[config.mk]
export PLATFORM = sky130hd
export DESIGN_NAME = pcie_tx_bridge
export DESIGN_NICKNAME = d
export VERILOG_FILES = /design/src/pcie_tx_axi_pkg.sv /design/src/pcie_tx_trn_pkg.sv /design/src/pcie_tx_bridge.sv /design/src/tx_ingress_buffer.sv /design/src/tx_link_flush.sv /design/src/tx_trn_framer.sv
export VERILOG_INCLUDE_DIRS = /design/src /design/src/src
export SDC_FILE = /design/constraint.sdc
export NUM_CORES = 1
export LEC_CHECK = 0
export ABC_AREA = 1
export ABC_CLOCK_PERIOD_IN_PS = 4650
export BUFFER_PORTS_ARGS = -buffer_cell sky130_fd_sc_hd__buf_2
export CAP_MARGIN = 20
export CORE_MARGIN = 4
export CORE_UTILIZATION = 45
export DETAILED_ROUTE_END_ITERATION = 8
export GPL_TIMING_DRIVEN = 1
export MAX_ROUTING_LAYER = met4
export PLACE_DENSITY = 0.84
export SLEW_MARGIN = 30
export SYNTH_ARGS = -nofsm -noshare
export SYNTH_HDL_FRONTEND = slang
export SYNTH_SLANG_ARGS = --single-unit
[constraint.sdc]
create_clock -name user_clk -period 4.65 [get_ports user_clk]
set_input_delay 0.465 -clock user_clk [delete_from_list [all_inputs] [get_ports user_clk]]
set_output_delay 0.465 -clock user_clk [all_outputs]
set_load 0.05 [all_outputs]
[src/pcie_tx_cfg.svh]
`ifndef PCIE_TX_CFG_SVH
`define PCIE_TX_CFG_SVH

// Data width shared by the AXI and TRN transmit buses
// Supported values are 128, 64 and 32
`define PCIE_TX_DATA_WIDTH 128

// One keep bit per byte of data
`define PCIE_TX_KEEP_WIDTH (`PCIE_TX_DATA_WIDTH / 8)

// Remainder selects a DWORD at 128 bits
// Narrower buses only need one bit
`define PCIE_TX_REM_WIDTH ((`PCIE_TX_DATA_WIDTH == 128) ? 2 : 1)

`endif

[src/pcie_tx_axi_pkg.sv]
`default_nettype none
`include "pcie_tx_cfg.svh"

package pcie_tx_axi_pkg;

  // Width of the AXI tuser sideband word
  localparam int unsigned tuser_width = 4;

  // Bit positions of the tuser flags
  localparam int unsigned tuser_ecrc_gen = 0;
  localparam int unsigned tuser_err_fwd = 1;
  localparam int unsigned tuser_str = 2;
  localparam int unsigned tuser_src_dsc = 3;

  // Number of DWORDs in one data word
  localparam int unsigned axi_dw_count = `PCIE_TX_DATA_WIDTH / 32;

  // Index of the highest DWORD whose top byte is enabled
  function automatic int unsigned keep_last_dw(input logic [`PCIE_TX_KEEP_WIDTH-1:0] keep);
    int unsigned last;
    last = 0;
    // Scan upward so the highest enabled DWORD wins
    for (int unsigned i = 0; i < axi_dw_count; i++) begin
      if (keep[4*i+3]) begin
        last = i;
      end
    end
    return last;
  endfunction

endpackage

`default_nettype wire

[src/pcie_tx_trn_pkg.sv]
`default_nettype none
`include "pcie_tx_cfg.svh"

package pcie_tx_trn_pkg;

  import pcie_tx_axi_pkg::*;

  // TRN carries DWORD 0 in the top lane
  // AXI carries it in the bottom lane
  // 128 bits maps AXI DW3..DW0 onto TRN DW0..DW3
  // 32 bits has a single lane so nothing moves
  function automatic logic [`PCIE_TX_DATA_WIDTH-1:0] trn_dw_swap(
    input logic [`PCIE_TX_DATA_WIDTH-1:0] data
  );
    logic [`PCIE_TX_DATA_WIDTH-1:0] swapped;
    swapped = '0;
    for (int unsigned i = 0; i < axi_dw_count; i++) begin
      swapped[32*i +: 32] = data[32*(axi_dw_count-1-i) +: 32];
    end
    return swapped;
  endfunction

  // Remainder encoding by bus width
  //   128 bits  number of valid DWORDs above D0 (0 to 3)
  //   64 bits   set when the upper DWORD carries data
  //   32 bits   always zero
  function automatic logic [`PCIE_TX_REM_WIDTH-1:0] keep_to_trem(
    input logic [`PCIE_TX_KEEP_WIDTH-1:0] keep
  );
    logic [`PCIE_TX_REM_WIDTH-1:0] trem;
    int unsigned last;
    last = keep_last_dw(keep);
    trem = '0;
    if (`PCIE_TX_DATA_WIDTH == 128) begin
      trem = `PCIE_TX_REM_WIDTH'(last);
    end else if (`PCIE_TX_DATA_WIDTH == 64) begin
      // Same as keep bit 7
      trem = `PCIE_TX_REM_WIDTH'(last == 1);
    end
    return trem;
  endfunction

endpackage

`default_nettype wire

[src/pcie_tx_bridge.sv]
`timescale 1ns/1ps
`default_nettype none
`include "pcie_tx_cfg.svh"

module pcie_tx_bridge
  import pcie_tx_axi_pkg::*;
(
  input  wire                            user_clk,
  input  wire                            user_rst,
  input  wire  [`PCIE_TX_DATA_WIDTH-1:0] s_axis_tx_tdata,
  input  wire  [`PCIE_TX_KEEP_WIDTH-1:0] s_axis_tx_tkeep,
  input  wire                            s_axis_tx_tlast,
  input  wire          [tuser_width-1:0] s_axis_tx_tuser,
  input  wire                            s_axis_tx_tvalid,
  output logic                           s_axis_tx_tready,
  output logic [`PCIE_TX_DATA_WIDTH-1:0] trn_td,
  output logic                           trn_tsof,
  output logic                           trn_teof,
  output logic  [`PCIE_TX_REM_WIDTH-1:0] trn_trem,
  output logic                           trn_tsrc_rdy,
  input  wire                            trn_tdst_rdy,
  output logic                           trn_tsrc_dsc,
  output logic                           trn_terrfwd,
  output logic                           trn_tstr,
  output logic                           trn_tecrc_gen,
  input  wire                            trn_lnk_up
);

  // Registered beat handed to the framer
  logic [`PCIE_TX_DATA_WIDTH-1:0] stage_data;
  logic [`PCIE_TX_KEEP_WIDTH-1:0] stage_keep;
  logic                           stage_last;
  logic         [tuser_width-1:0] stage_user;

  logic flush_axi;
  logic disable_trn;
  logic axi_beat;
  logic axi_last;

  // Beat accepted from the user this cycle
  assign axi_beat = s_axis_tx_tvalid && s_axis_tx_tready;
  assign axi_last = s_axis_tx_tlast;

  tx_ingress_buffer u_ingress (
    .user_clk         (user_clk),
    .user_rst         (user_rst),
    .s_axis_tx_tdata  (s_axis_tx_tdata),
    .s_axis_tx_tkeep  (s_axis_tx_tkeep),
    .s_axis_tx_tlast  (s_axis_tx_tlast),
    .s_axis_tx_tuser  (s_axis_tx_tuser),
    .s_axis_tx_tvalid (s_axis_tx_tvalid),
    .s_axis_tx_tready (s_axis_tx_tready),
    .trn_tdst_rdy     (trn_tdst_rdy),
    .trn_lnk_up       (trn_lnk_up),
    .flush_axi        (flush_axi),
    .disable_trn      (disable_trn),
    .stage_data       (stage_data),
    .stage_keep       (stage_keep),
    .stage_last       (stage_last),
    .stage_user       (stage_user),
    .trn_tsrc_rdy     (trn_tsrc_rdy)
  );

  tx_link_flush u_flush (
    .user_clk         (user_clk),
    .user_rst         (user_rst),
    .axi_beat         (axi_beat),
    .axi_last         (axi_last),
    .trn_lnk_up       (trn_lnk_up),
    .s_axis_tx_tready (s_axis_tx_tready),
    .flush_axi        (flush_axi),
    .disable_trn      (disable_trn)
  );

  tx_trn_framer u_framer (
    .user_clk      (user_clk),
    .user_rst      (user_rst),
    .stage_data    (stage_data),
    .stage_keep    (stage_keep),
    .stage_last    (stage_last),
    .stage_user    (stage_user),
    .trn_tsrc_rdy  (trn_tsrc_rdy),
    .trn_tdst_rdy  (trn_tdst_rdy),
    .trn_lnk_up    (trn_lnk_up),
    .trn_td        (trn_td),
    .trn_tsof      (trn_tsof),
    .trn_teof      (trn_teof),
    .trn_trem      (trn_trem),
    .trn_tecrc_gen (trn_tecrc_gen),
    .trn_terrfwd   (trn_terrfwd),
    .trn_tstr      (trn_tstr),
    .trn_tsrc_dsc  (trn_tsrc_dsc)
  );

endmodule

`default_nettype wire

[src/tx_ingress_buffer.sv]
`timescale 1ns/1ps
`default_nettype none
`include "pcie_tx_cfg.svh"

module tx_ingress_buffer
  import pcie_tx_axi_pkg::*;
(
  input  wire                            user_clk,
  input  wire                            user_rst,
  input  wire  [`PCIE_TX_DATA_WIDTH-1:0] s_axis_tx_tdata,
  input  wire  [`PCIE_TX_KEEP_WIDTH-1:0] s_axis_tx_tkeep,
  input  wire                            s_axis_tx_tlast,
  input  wire          [tuser_width-1:0] s_axis_tx_tuser,
  input  wire                            s_axis_tx_tvalid,
  output logic                           s_axis_tx_tready,
  input  wire                            trn_tdst_rdy,
  input  wire                            trn_lnk_up,
  input  wire                            flush_axi,
  input  wire                            disable_trn,
  output logic [`PCIE_TX_DATA_WIDTH-1:0] stage_data,
  output logic [`PCIE_TX_KEEP_WIDTH-1:0] stage_keep,
  output logic                           stage_last,
  output logic         [tuser_width-1:0] stage_user,
  output logic                           trn_tsrc_rdy
);

  // Previous value buffer
  logic [`PCIE_TX_DATA_WIDTH-1:0] prev_data;
  logic [`PCIE_TX_KEEP_WIDTH-1:0] prev_keep;
  logic                           prev_last;
  logic         [tuser_width-1:0] prev_user;
  logic                           prev_valid;

  logic stage_valid;
  logic data_hold;
  logic data_prev;
  logic axi_end;

  // Block is stalling a presented beat
  assign data_hold = trn_tsrc_rdy && !trn_tdst_rdy;
  assign axi_end = s_axis_tx_tvalid && s_axis_tx_tready && s_axis_tx_tlast;

  // Nothing goes to the block while it is disabled
  assign trn_tsrc_rdy = stage_valid && !disable_trn;

  // Capture whatever is on the bus while tready is high
  // A beat taken during a stall waits here
  always_ff @(posedge user_clk) begin
    if (s_axis_tx_tready) begin
      prev_data <= s_axis_tx_tdata;
      prev_keep <= s_axis_tx_tkeep;
      prev_last <= s_axis_tx_tlast;
      prev_user <= s_axis_tx_tuser;
    end
  end

  always_ff @(posedge user_clk) begin
    if (user_rst) begin
      prev_valid <= 1'b0;
    end else if (!trn_lnk_up || flush_axi) begin
      // Dropped packets never replay
      prev_valid <= 1'b0;
    end else if (s_axis_tx_tready) begin
      prev_valid <= s_axis_tx_tvalid;
    end
  end

  // One cycle after any hold the buffered beat goes next
  always_ff @(posedge user_clk) begin
    if (user_rst) begin
      data_prev <= 1'b0;
    end else begin
      data_prev <= data_hold;
    end
  end

  // Stage payload with HOLD / PREVIOUS / CURRENT selection
  always_ff @(posedge user_clk) begin
    if (!data_hold) begin
      if (data_prev) begin
        stage_data <= prev_data;
        stage_keep <= prev_keep;
        stage_last <= prev_last;
        stage_user <= prev_user;
      end else begin
        stage_data <= s_axis_tx_tdata;
        stage_keep <= s_axis_tx_tkeep;
        stage_last <= s_axis_tx_tlast;
        stage_user <= s_axis_tx_tuser;
      end
    end
  end

  always_ff @(posedge user_clk) begin
    if (user_rst) begin
      stage_valid <= 1'b0;
    end else if (!trn_lnk_up || flush_axi) begin
      stage_valid <= 1'b0;
    end else if (!data_hold) begin
      // Current beat counts only when it was actually accepted
      stage_valid <= data_prev ? prev_valid : (s_axis_tx_tvalid && s_axis_tx_tready);
    end
  end

  // Registered tready follows the block one cycle late
  always_ff @(posedge user_clk) begin
    if (user_rst) begin
      s_axis_tx_tready <= 1'b0;
    end else if (flush_axi && !axi_end) begin
      // Drain the rest of a dropped packet
      s_axis_tx_tready <= 1'b1;
    end else if (trn_lnk_up) begin
      s_axis_tx_tready <= trn_tdst_rdy || !trn_tsrc_rdy;
    end else begin
      // Link down with nothing to drain
      s_axis_tx_tready <= 1'b0;
    end
  end

endmodule

`default_nettype wire

[src/tx_link_flush.sv]
`timescale 1ns/1ps
`default_nettype none

module tx_link_flush (
  input  wire  user_clk,
  input  wire  user_rst,
  input  wire  axi_beat,
  input  wire  axi_last,
  input  wire  trn_lnk_up,
  input  wire  s_axis_tx_tready,
  output logic flush_axi,
  output logic disable_trn
);

  logic axi_in_packet;
  logic axi_end;

  assign axi_end = axi_beat && axi_last;

  // AXI side packet tracking
  always_ff @(posedge user_clk) begin
    if (user_rst) begin
      axi_in_packet <= 1'b0;
    end else if (axi_beat) begin
      axi_in_packet <= !axi_last;
    end
  end

  // Link lost mid packet so the remainder gets drained and dropped
  always_ff @(posedge user_clk) begin
    if (user_rst) begin
      flush_axi <= 1'b0;
    end else if (axi_in_packet && !trn_lnk_up && !axi_end) begin
      flush_axi <= 1'b1;
    end else if (axi_end) begin
      flush_axi <= 1'b0;
    end
  end

  // TRN stays off from link loss until the drain is over
  // Waiting for tready lets the previous value buffer refill first
  always_ff @(posedge user_clk) begin
    if (user_rst) begin
      disable_trn <= 1'b1;
    end else if (!trn_lnk_up) begin
      disable_trn <= 1'b1;
    end else if (!flush_axi && s_axis_tx_tready) begin
      disable_trn <= 1'b0;
    end
  end

endmodule

`default_nettype wire

[src/tx_trn_framer.sv]
`timescale 1ns/1ps
`default_nettype none
`include "pcie_tx_cfg.svh"

module tx_trn_framer
  import pcie_tx_axi_pkg::*;
  import pcie_tx_trn_pkg::*;
(
  input  wire                            user_clk,
  input  wire                            user_rst,
  input  wire  [`PCIE_TX_DATA_WIDTH-1:0] stage_data,
  input  wire  [`PCIE_TX_KEEP_WIDTH-1:0] stage_keep,
  input  wire                            stage_last,
  input  wire          [tuser_width-1:0] stage_user,
  input  wire                            trn_tsrc_rdy,
  input  wire                            trn_tdst_rdy,
  input  wire                            trn_lnk_up,
  output logic [`PCIE_TX_DATA_WIDTH-1:0] trn_td,
  output logic                           trn_tsof,
  output logic                           trn_teof,
  output logic  [`PCIE_TX_REM_WIDTH-1:0] trn_trem,
  output logic                           trn_tecrc_gen,
  output logic                           trn_terrfwd,
  output logic                           trn_tstr,
  output logic                           trn_tsrc_dsc
);

  logic trn_in_packet;
  logic trn_beat;

  // Completing edge on the TRN side
  assign trn_beat = trn_tsrc_rdy && trn_tdst_rdy;

  // Inside a packet after a non-last beat completes
  // Leaves on eof, or at once when the link goes away
  always_ff @(posedge user_clk) begin
    if (user_rst) begin
      trn_in_packet <= 1'b0;
    end else if (!trn_lnk_up) begin
      trn_in_packet <= 1'b0;
    end else if (trn_beat) begin
      trn_in_packet <= !stage_last;
    end
  end

  // First presented beat of a packet
  assign trn_tsof = trn_tsrc_rdy && !trn_in_packet;
  assign trn_teof = stage_last;

  // Lane order and remainder in TRN format
  assign trn_td = trn_dw_swap(stage_data);
  assign trn_trem = keep_to_trem(stage_keep);

  // Sideband flags travel with their beat
  assign trn_tecrc_gen = stage_user[tuser_ecrc_gen];
  assign trn_terrfwd = stage_user[tuser_err_fwd];
  assign trn_tstr = stage_user[tuser_str];
  assign trn_tsrc_dsc = stage_user[tuser_src_dsc];

endmodule

`default_nettype wire

* Word-level counts from Yosys, hierarchy flattened
Index checks and enable logic that the tools add are counted.
** Cells by class
- Mux-type cells :: 12
- Bitwise gates (word level) :: 1
- Reductions and logical operators :: 24
** Operators with widths (count)
- $mux W128 :: 1
- $mux W16 :: 1
- $logic_and A1 B1 Y1 :: 10
- $logic_not A1 Y1 :: 9
- $mux W1 :: 7
- $mux W2 :: 2
- $mux W4 :: 1
- $reduce_or A2 Y1 :: 2
- $logic_or A1 B1 Y1 :: 2
- $reduce_bool A2 Y1 :: 1
- $not A1 Y1 :: 1
** Word-level totals
- Register bits :: 306
- Bits of input ports :: 154
- Output and inout port bits :: 138
- Word-level logic and storage cells :: 53

* Logic depth before layout (Yosys ltp)
Gate-level depths: netlist of the first run.
- Word-level depth :: 6
- Gate-level depth with buffers :: 6
- Mapped depth without buffers :: 6

* Modules after synthesis
From an unflattened synthesis of the first run, not the netlist that was laid out.
** Second synthesis, totals
- Cell total of the unflattened synthesis :: 968
- Area total of the unflattened synthesis :: 12248.0 µm²
** By module, submodules not included
- tx_ingress_buffer :: times used 1, cells an instance 805, area each 11050.6 µm², seq. area each 9028.7 µm²
- tx_trn_framer :: times used 1, cells an instance 145, area each 1073.5 µm², seq. area each 20.0 µm²
- tx_link_flush :: times used 1, cells an instance 16, area each 116.4 µm², seq. area each 60.1 µm²
- pcie_tx_bridge :: times used 1, cells an instance 2, area each 7.5 µm², seq. area each 0.0 µm²

* Worst setup path after synthesis of the first run
Ideal clock, no wire load.
- Kind :: input port to flip-flop
- From :: input trn_tdst_rdy
- To :: register u_ingress.stage_data[0], enable pin
- Setup time :: 1527 ps
- Data arrival time :: 3564 ps
- Required time :: 3123 ps
- Slack :: -442 ps
- Stages on the path :: 2
- Buffers on the path :: 0
- Cells stage by stage :: inv_1 nand3_1
** Between the ends
- Longest elaborated chain between the ends :: 2
** Ends and longest elaborated chain
- start, declared :: line pcie_tx_bridge.sv:21 : input wire trn_tdst_rdy,
- $logic_not A1 Y1 :: line tx_ingress_buffer.sv:40 : assign data_hold = trn_tsrc_rdy && !trn_tdst_rdy;
- $logic_and A1 B1 Y1 :: line tx_ingress_buffer.sv:40
- end signal, assigned :: line tx_ingress_buffer.sv:81 : stage_data <= prev_data;
- end signal, assigned :: line tx_ingress_buffer.sv:86 : stage_data <= s_axis_tx_tdata;
- end, declared :: line tx_ingress_buffer.sv:20 : output logic [`PCIE_TX_DATA_WIDTH-1:0] stage_data,
No other way between the ends.
A chain may end at the register's enable or synchronous reset.

* Worst setup path after layout of the first run
- From :: register u_ingress.data_prev
- To :: register u_ingress.stage_valid
** Between the ends
- Longest elaborated chain between the ends :: 1
** Ends and longest elaborated chain
- start, declared :: line tx_ingress_buffer.sv:36 : logic data_prev;
- start signal, assigned :: line tx_ingress_buffer.sv:73 : data_prev <= data_hold;
- $mux W1 :: line tx_ingress_buffer.sv:101 : stage_valid <= data_prev ? prev_valid : (s_axis_tx_tvalid && s_axis_tx_tready);
- end signal, assigned :: line tx_ingress_buffer.sv:101
- end, declared :: line tx_ingress_buffer.sv:34 : logic stage_valid;
No other way between the ends.

==> key figures, run 1 <==
Timing
  • RSZ-0062 raised after global routing: no
  • Period utilization: 0.4556
  • Setup-failing EPs final: 0
  • Worst Tran Pin Value: 833.3 ps
  • Final Max Tran Viols: 0
  • Setup TNS: 0 ps
  • Slew margin rel.: 0.4445
  • Final hold violations: 0
  • Fmax: 472.0 MHz
  • Tmin final: 2119 ps
  • Setup Skew: 8.231 ps

Place
  • Buffers on Ports: 278
  • Routability-driven placement congestion ratio: 0.8484
  • Area after DPL: 11870 µm²
  • Hpwl dp: 14150 µm

Setup path
  • Setup CP Type: reg2reg
  • Startpoint Class: flip-flop
  • Cell Chain, Critical Path: inv_4 > buf_4 > nand3_1 > nand3_1 > nand2_1 > inv_1
  • CP Launch Point: u_ingress.data_prev
  • CP Buf/Inv Count: 3
  • Crit-path max FO: 64
  • FF-to-FF End: u_ingress.stage_valid
  • Worst-case reg-to-reg path depth: 6
  • Reg2reg start: u_ingress.data_prev
  • Reg2Reg Setup Slack: 2530 ps
  • Crit path to: u_ingress.stage_valid
  • Most used cell, CP: nand3_1
  • WP data arrival: 2550 ps
  • Slowest cell on the critical path: dfxtp_4
  • Delay-heaviest family, CP: buffers and inverters
  • Critical path depth: 6
  • Setup crit end kind: flip-flop
  • Slowest cell delay on critical path: 800 ps
  • CP required: 5080 ps

Route
  • Routed Antenna Nets: 0
  • DRT Pass-1 Iters: 5
  • Final wirelength: 21890 µm
  • Drt wl/cell: 16.10 µm
  • Via count: 6433
  • DRC: 0
  • Via density: 4.730
  • Iter 0 DRT Violations: 421

CTS
  • Clock Path Buffers: 3
  • H-tree depth: 1
  • Clk slew on worst S/H paths: 60 ps
  • CTS Sinks: 280
  • # resized after CTS: 0
  • Setup Buffers After CTS: 0
  • CTS tree: done
  • # hold bufs at CTS: 0
  • Clk Latency, worst-skew pair: 530 ps
  • Root Buffer: clkbuf_16
  • CTS Buf Count: 29

Pwr
  • Leak: 5.639 nW
  • Peak VDD IR: 0.2512 mV
  • Power Density: 438.7 nW/µm²

Global routing
  • Largest net degree at the start of global routing: 118
  • First-pass GRT wire length: 34310 µm
  • GR Util All Layers: 0.1712
  • Total congestion overflow: 0
  • Vias in the first global route: 6616
  • Antenna violations before repair: 6

Floorplan
  • Die Wd: 159.9 µm
  • Total die area: 25560 µm²
  • Cell Rows: 55
  • Core area: 22640 µm²
  • # IOs: 292
  • Die H: 159.9 µm
  • Starting Density: 0.4584

Final layout
  • Reg area: 8335 µm²
  • Area of the multi-input gates: 1677 µm²
  • Ratio of cells with drive above 1 in the final layout: 0.3068
  • Design area: 12790 µm²
  • Final nets: 1202
  • Fillers: 1790
  • Commonest non-fill, non-tap cell in the layout: nand2_1
  • Most frequent cells in the layout: nand2_1, buf_2, edfxtp_1
  • Synth-to-layout area growth: 23.24%

Synth
  • Register area share after synthesis: 0.8024
  • Syn_area_per_cell: 13.60 µm²
  • Syn nets: 917
  • FF+latch count, synth: 280
  • Mapped Area: 10380 µm²
  • Post-synth cell types: 13
  • Post-synthesis instance total: 763
  • Yosys warnings: 0

Min path
  • Hold WC Path Type: in2reg

Outcome
  • Status: complete, no violations

Flow run
  • Max-cap violations: 0
[synth_stat cells]
master / number / share of area
or2_2: 1 / 0.00060
o21bai_1: 1 / 0.00072
a21oi_1: 2 / 0.00096
nor2_1: 8 / 0.0029
buf_4: 1 / 0.00072
buf_6: 29 / 0.031
nand3_1: 5 / 0.0024
inv_2: 1 / 0.00036
o21ai_0: 1 / 0.00048
dfxtp_1: 8 / 0.015
inv_1: 13 / 0.0047
edfxtp_1: 272 / 0.79
nand2_1: 421 / 0.15
[state kept, by name (all words and copies together) (netlist names), 3 cells and up]
name / cells
u_ingress.prev_data: 128
u_ingress.stage_data: 128
u_ingress.prev_user: 4
u_ingress.stage_user: 4
u_ingress.prev_keep: 3
u_ingress.stage_keep: 3
[worst min path at each step]
stage	startpoint	end	slack, ps	cells past startpoint
after floorplan	u_flush.disable_trn	u_flush.disable_trn	440	2
after global placement	u_flush.disable_trn	u_flush.disable_trn	450	2
after detailed placement	u_ingress.prev_valid	u_ingress.prev_valid	470	2
after CTS	user_rst	u_ingress.data_prev	80	2
after global routing	s_axis_tx_tdata[18]	u_ingress.prev_data[18]	100	1
final	user_rst	u_ingress.data_prev	110	2
[layout make-up]
class | instances | area share
clock inverters | 19 | 0.01272
well taps | 285 | 0.02788
clock buffers | 33 | 0.05791
repair buffers | 284 | 0.1133
inverters | 14 | 0.004304
multi-input cells | 439 | 0.1311
flip-flops and latches | 280 | 0.6517
diodes | 6 | 0.001174
[layer usage]
| layer | share of wire | vias to the layer above | global-route usage |
|---|---|---|---|
| met5 | 0 | - | - |
| met4 | 0.031 | 0 | 0.06062 |
| met3 | 0.081 | 55 | 0.04852 |
| met2 | 0.49 | 245 | 0.2842 |
| met1 | 0.40 | 2983 | 0.2016 |
| li1 | - | 3150 | - |
[per-stage QoR]
stage / util / total power, mW / setup slack [ps] / hold WS (ps) / cells
2_1_floorplan: - / 3.301 / 287.7 / 436.3 / 763
3_3_place_gp: 0.5244 / 3.442 / 2583 / 447.8 / 1302
3_5_place_dp: 0.5244 / 3.457 / 2550 / 470.7 / 1302
4_1_cts: 0.5643 / 5.669 / 2551 / 82.47 / 1354
5_1_grt: 0.5650 / 5.809 / 2375 / 97.90 / 1360
6_report: 0.5650 / 5.612 / 2531 / 113.4 / 1360
[where the power goes]
group          switching [mW]  internal [mW]
clock                   0.912           1.30
combinational           0.346          0.110
sequential             0.0398           2.91
total                    1.30           4.31
[logic make-up after synthesis]
group,share of synthesized area
flip-flops,0.8024
AND/OR/NAND/NOR,0.1582
AO/OA/AOI/OAI,0.002170
buffers and inverters,0.03725
(Power assumes the default switching activity.)
==> run 2: changes to the inputs <==
--- a/config.mk
+++ b/config.mk
@@ -7,7 +7,7 @@
 export NUM_CORES = 1
 export LEC_CHECK = 0
 export ABC_AREA = 1
-export ABC_CLOCK_PERIOD_IN_PS = 4650
+export ABC_CLOCK_PERIOD_IN_PS = 1900
 export BUFFER_PORTS_ARGS = -buffer_cell sky130_fd_sc_hd__buf_2
 export CAP_MARGIN = 20
 export CORE_MARGIN = 4
==> constraint.sdc (replaced) <==
create_clock -name user_clk -period 1.9 [get_ports user_clk]
set_input_delay 0.19 -clock user_clk [delete_from_list [all_inputs] [get_ports user_clk]]
set_output_delay 0.19 -clock user_clk [all_outputs]
set_load 0.05 [all_outputs]
==> key figures, run 2 (synthesis gave the netlist of run 1 again) <==
Setup path
  • Startpoint Class: flip-flop
  • WP data arrival: 1520 ps (-1030 ps)
  • Reg2Reg Setup Slack: 360 ps (-2170 ps)
  • Worst-case reg-to-reg path depth: 4 (-2)
  • CP required: 1710 ps (-3370 ps)
  • Setup crit end kind: output pin
  • Delay-heaviest family, CP: flip-flops
  • Cell Chain, Critical Path: buf_2
  • CP Buf/Inv Count: 1 (-2)
  • Critical path depth: 1 (-5)
  • Setup CP Type: reg2out
  • Crit-path max FO: 16 (-75%)
  • Slowest cell delay on critical path: 640 ps (-160 ps)
  • Slowest cell on the critical path: dfxtp_4

Timing
  • Slew margin rel.: 0.5498 (+0.1053)
  • Setup-failing EPs final: 0 (unchanged)
  • Tmin final: 1707 ps
  • Worst Tran Pin Value: 675.3 ps (-158.0 ps)
  • Fmax: 585.9 MHz
  • Fin Hold WS: 70.35 ps (-43.00 ps)
  • Setup Skew: 15.21 ps (+6.984 ps)
  • Period utilization: 0.8983
  • Final Max Tran Viols: 0 (unchanged)
  • RSZ-0062 raised after global routing: no
  • Worst setup margin: 193.2 ps (-2338 ps)
  • Final hold violations: 0 (unchanged)

Place
  • Area after DPL: 12020 µm² (+1.2%)
  • Routability-driven placement congestion ratio: 0.8227 (-3.0%)
  • Buffers on Ports: 278 (unchanged)
  • Pre-CTS setup slack: 416.6 ps (-2133 ps)
  • Hpwl dp: 14820 µm (+4.7%)

CTS
  • Clk Latency, worst-skew pair: 530 ps (about the same)
  • H-tree depth: 1 (unchanged)
  • Clock Path Buffers: 3 (unchanged)
  • CTS Buf Count: 28 (-3.4%)
  • # resized after CTS: 0 (unchanged)
  • CTS tree: done
  • Root Buffer: clkbuf_16
  • Clk slew on worst S/H paths: 70 ps (about the same)
  • CTS Sinks: 280 (unchanged)

Outcome
  • Status: complete, no violations

Pwr
  • Net Sw Power: 3.365 mW (+160%)
  • Power Density: 1006 nW/µm² (+130%)
  • Leak: 6.337 nW (+12%)
  • Power share of the combinational group: 0.099 (+0.018)
  • Reg power frac: 0.497 (-0.028)
  • Peak VDD IR: 0.7211 mV (+190%)
  • Clock share of power: 0.404 (+0.010)
  • Sw Share: 0.2319 (+0.0005490)
  • Cell internal pwr: 11.15 mW (+160%)

Route
  • Iter 0 DRT Violations: 570 (+35%)
  • Drt wl/cell: 17.94 µm (+11%)
  • DRC: 0 (unchanged)
  • Routed Antenna Nets: 0 (unchanged)
  • Via count: 7333 (+14%)
  • Final wirelength: 26920 µm (+23%)
  • DRT Pass-1 Iters: 7 (+2)
  • Via density: 4.889 (+3.4%)

Final layout
  • Final nets: 1347 (+12%)
  • Commonest non-fill, non-tap cell in the layout: nand2_1
  • Largest registers: u_ingress.prev_data x128, u_ingress.stage_data x128
  • Synth-to-layout area growth: 39.06%
  • Most frequent cells in the layout: nand2_1, buf_2, edfxtp_1
  • Fin util: 0.6375 (+0.07251)
  • Design area: 14430 µm² (+13%)
  • Fillers: 1536 (-14%)
  • Number of inserted diodes: 0 (-6)
  • Ratio of cells with drive above 1 in the final layout: 0.2848 (-0.02206)

Floorplan
  • Starting Density: 0.4584 (unchanged)
  • Die H: 159.9 µm (unchanged)
  • Cell Rows: 55 (unchanged)
  • Core area: 22640 µm² (unchanged)
  • Total die area: 25560 µm² (unchanged)
  • # IOs: 292 (unchanged)
  • Die Wd: 159.9 µm (unchanged)

Min path
  • Hold WC Path Type: in2reg
  • Hold depth: 3 (+1)

Global routing
  • Antenna violations before repair: 0 (-6)
  • GR Util All Layers: 0.2098 (+0.03863)
  • Vias in the first global route: 7798 (+18%)
  • First-pass GRT wire length: 41560 µm (+21%)
  • Total congestion overflow: 0 (unchanged)
  • Largest net degree at the start of global routing: 138 (+17%)

Flow run
  • Max-cap violations: 0 (unchanged)
## run 2: changes by cell type in the layout (fill, tap and decap cells not counted), moves of 6 or more
cell,previous run,this run
buf_12,1,9
clkinv_1,9,2
diode_2,6,0
dlygate4sd3_1,0,139
## run 2: repair_timing
action,CTS,global route
endpoints found under the hold margin,279,0
hold buffers,139,0
buffers inserted,1,0
endpoints found under the setup margin,1,0
## run 2: cell type report
type | count | area [µm²] | area share
sequential | 280 | 8337 | 0.5776
timing repair buffer | 430 | 3013 | 0.2088
multi-input combinational | 439 | 1677 | 0.1162
clock buffer | 33 | 760.7 | 0.05271
tap | 285 | 356.6 | 0.02471
clock inverter | 19 | 234.0 | 0.01621
inverter | 14 | 55.05 | 0.003814
## run 2: path summary, 6_finish.rpt
kind,from,end
max,u_ingress.s_axis_tx_tready,s_axis_tx_tready
min,trn_tdst_rdy,u_ingress.stage_data[100]
max reg2reg,u_ingress.data_prev,u_ingress.stage_data[124]
min reg2reg,u_flush.axi_in_packet,u_flush.axi_in_packet
## run 2: stage by stage
stage,power [mW],TNS (ps),std cells
after global routing,14.99,0,1500
after global placement,8.462,0,1308
after detailed placement,8.501,0,1308
after CTS,14.59,0,1500
final,14.51,0,1500
after floorplan,8.061,-21180,763
## run 2: metal layers
layer,up-vias,wire [µm],track usage
met5,-,0,-
met1,3444,9757,0.2383
met4,0,1094,0.09073
met2,373,14220,0.3653
li1,3427,-,-
met3,89,1842,0.03897
## run 2: power by group through the flow
stage | registers [mW] | clock network (mW) | logic (mW)
2_1_floorplan | 7.92 | 0 | 0.140
3_3_place_gp | 7.33 | 0 | 1.13
3_5_place_dp | 7.34 | 0 | 1.16
4_1_cts | 7.21 | 5.98 | 1.41
5_1_grt | 7.24 | 6.24 | 1.51
6_report | 7.22 | 5.87 | 1.43
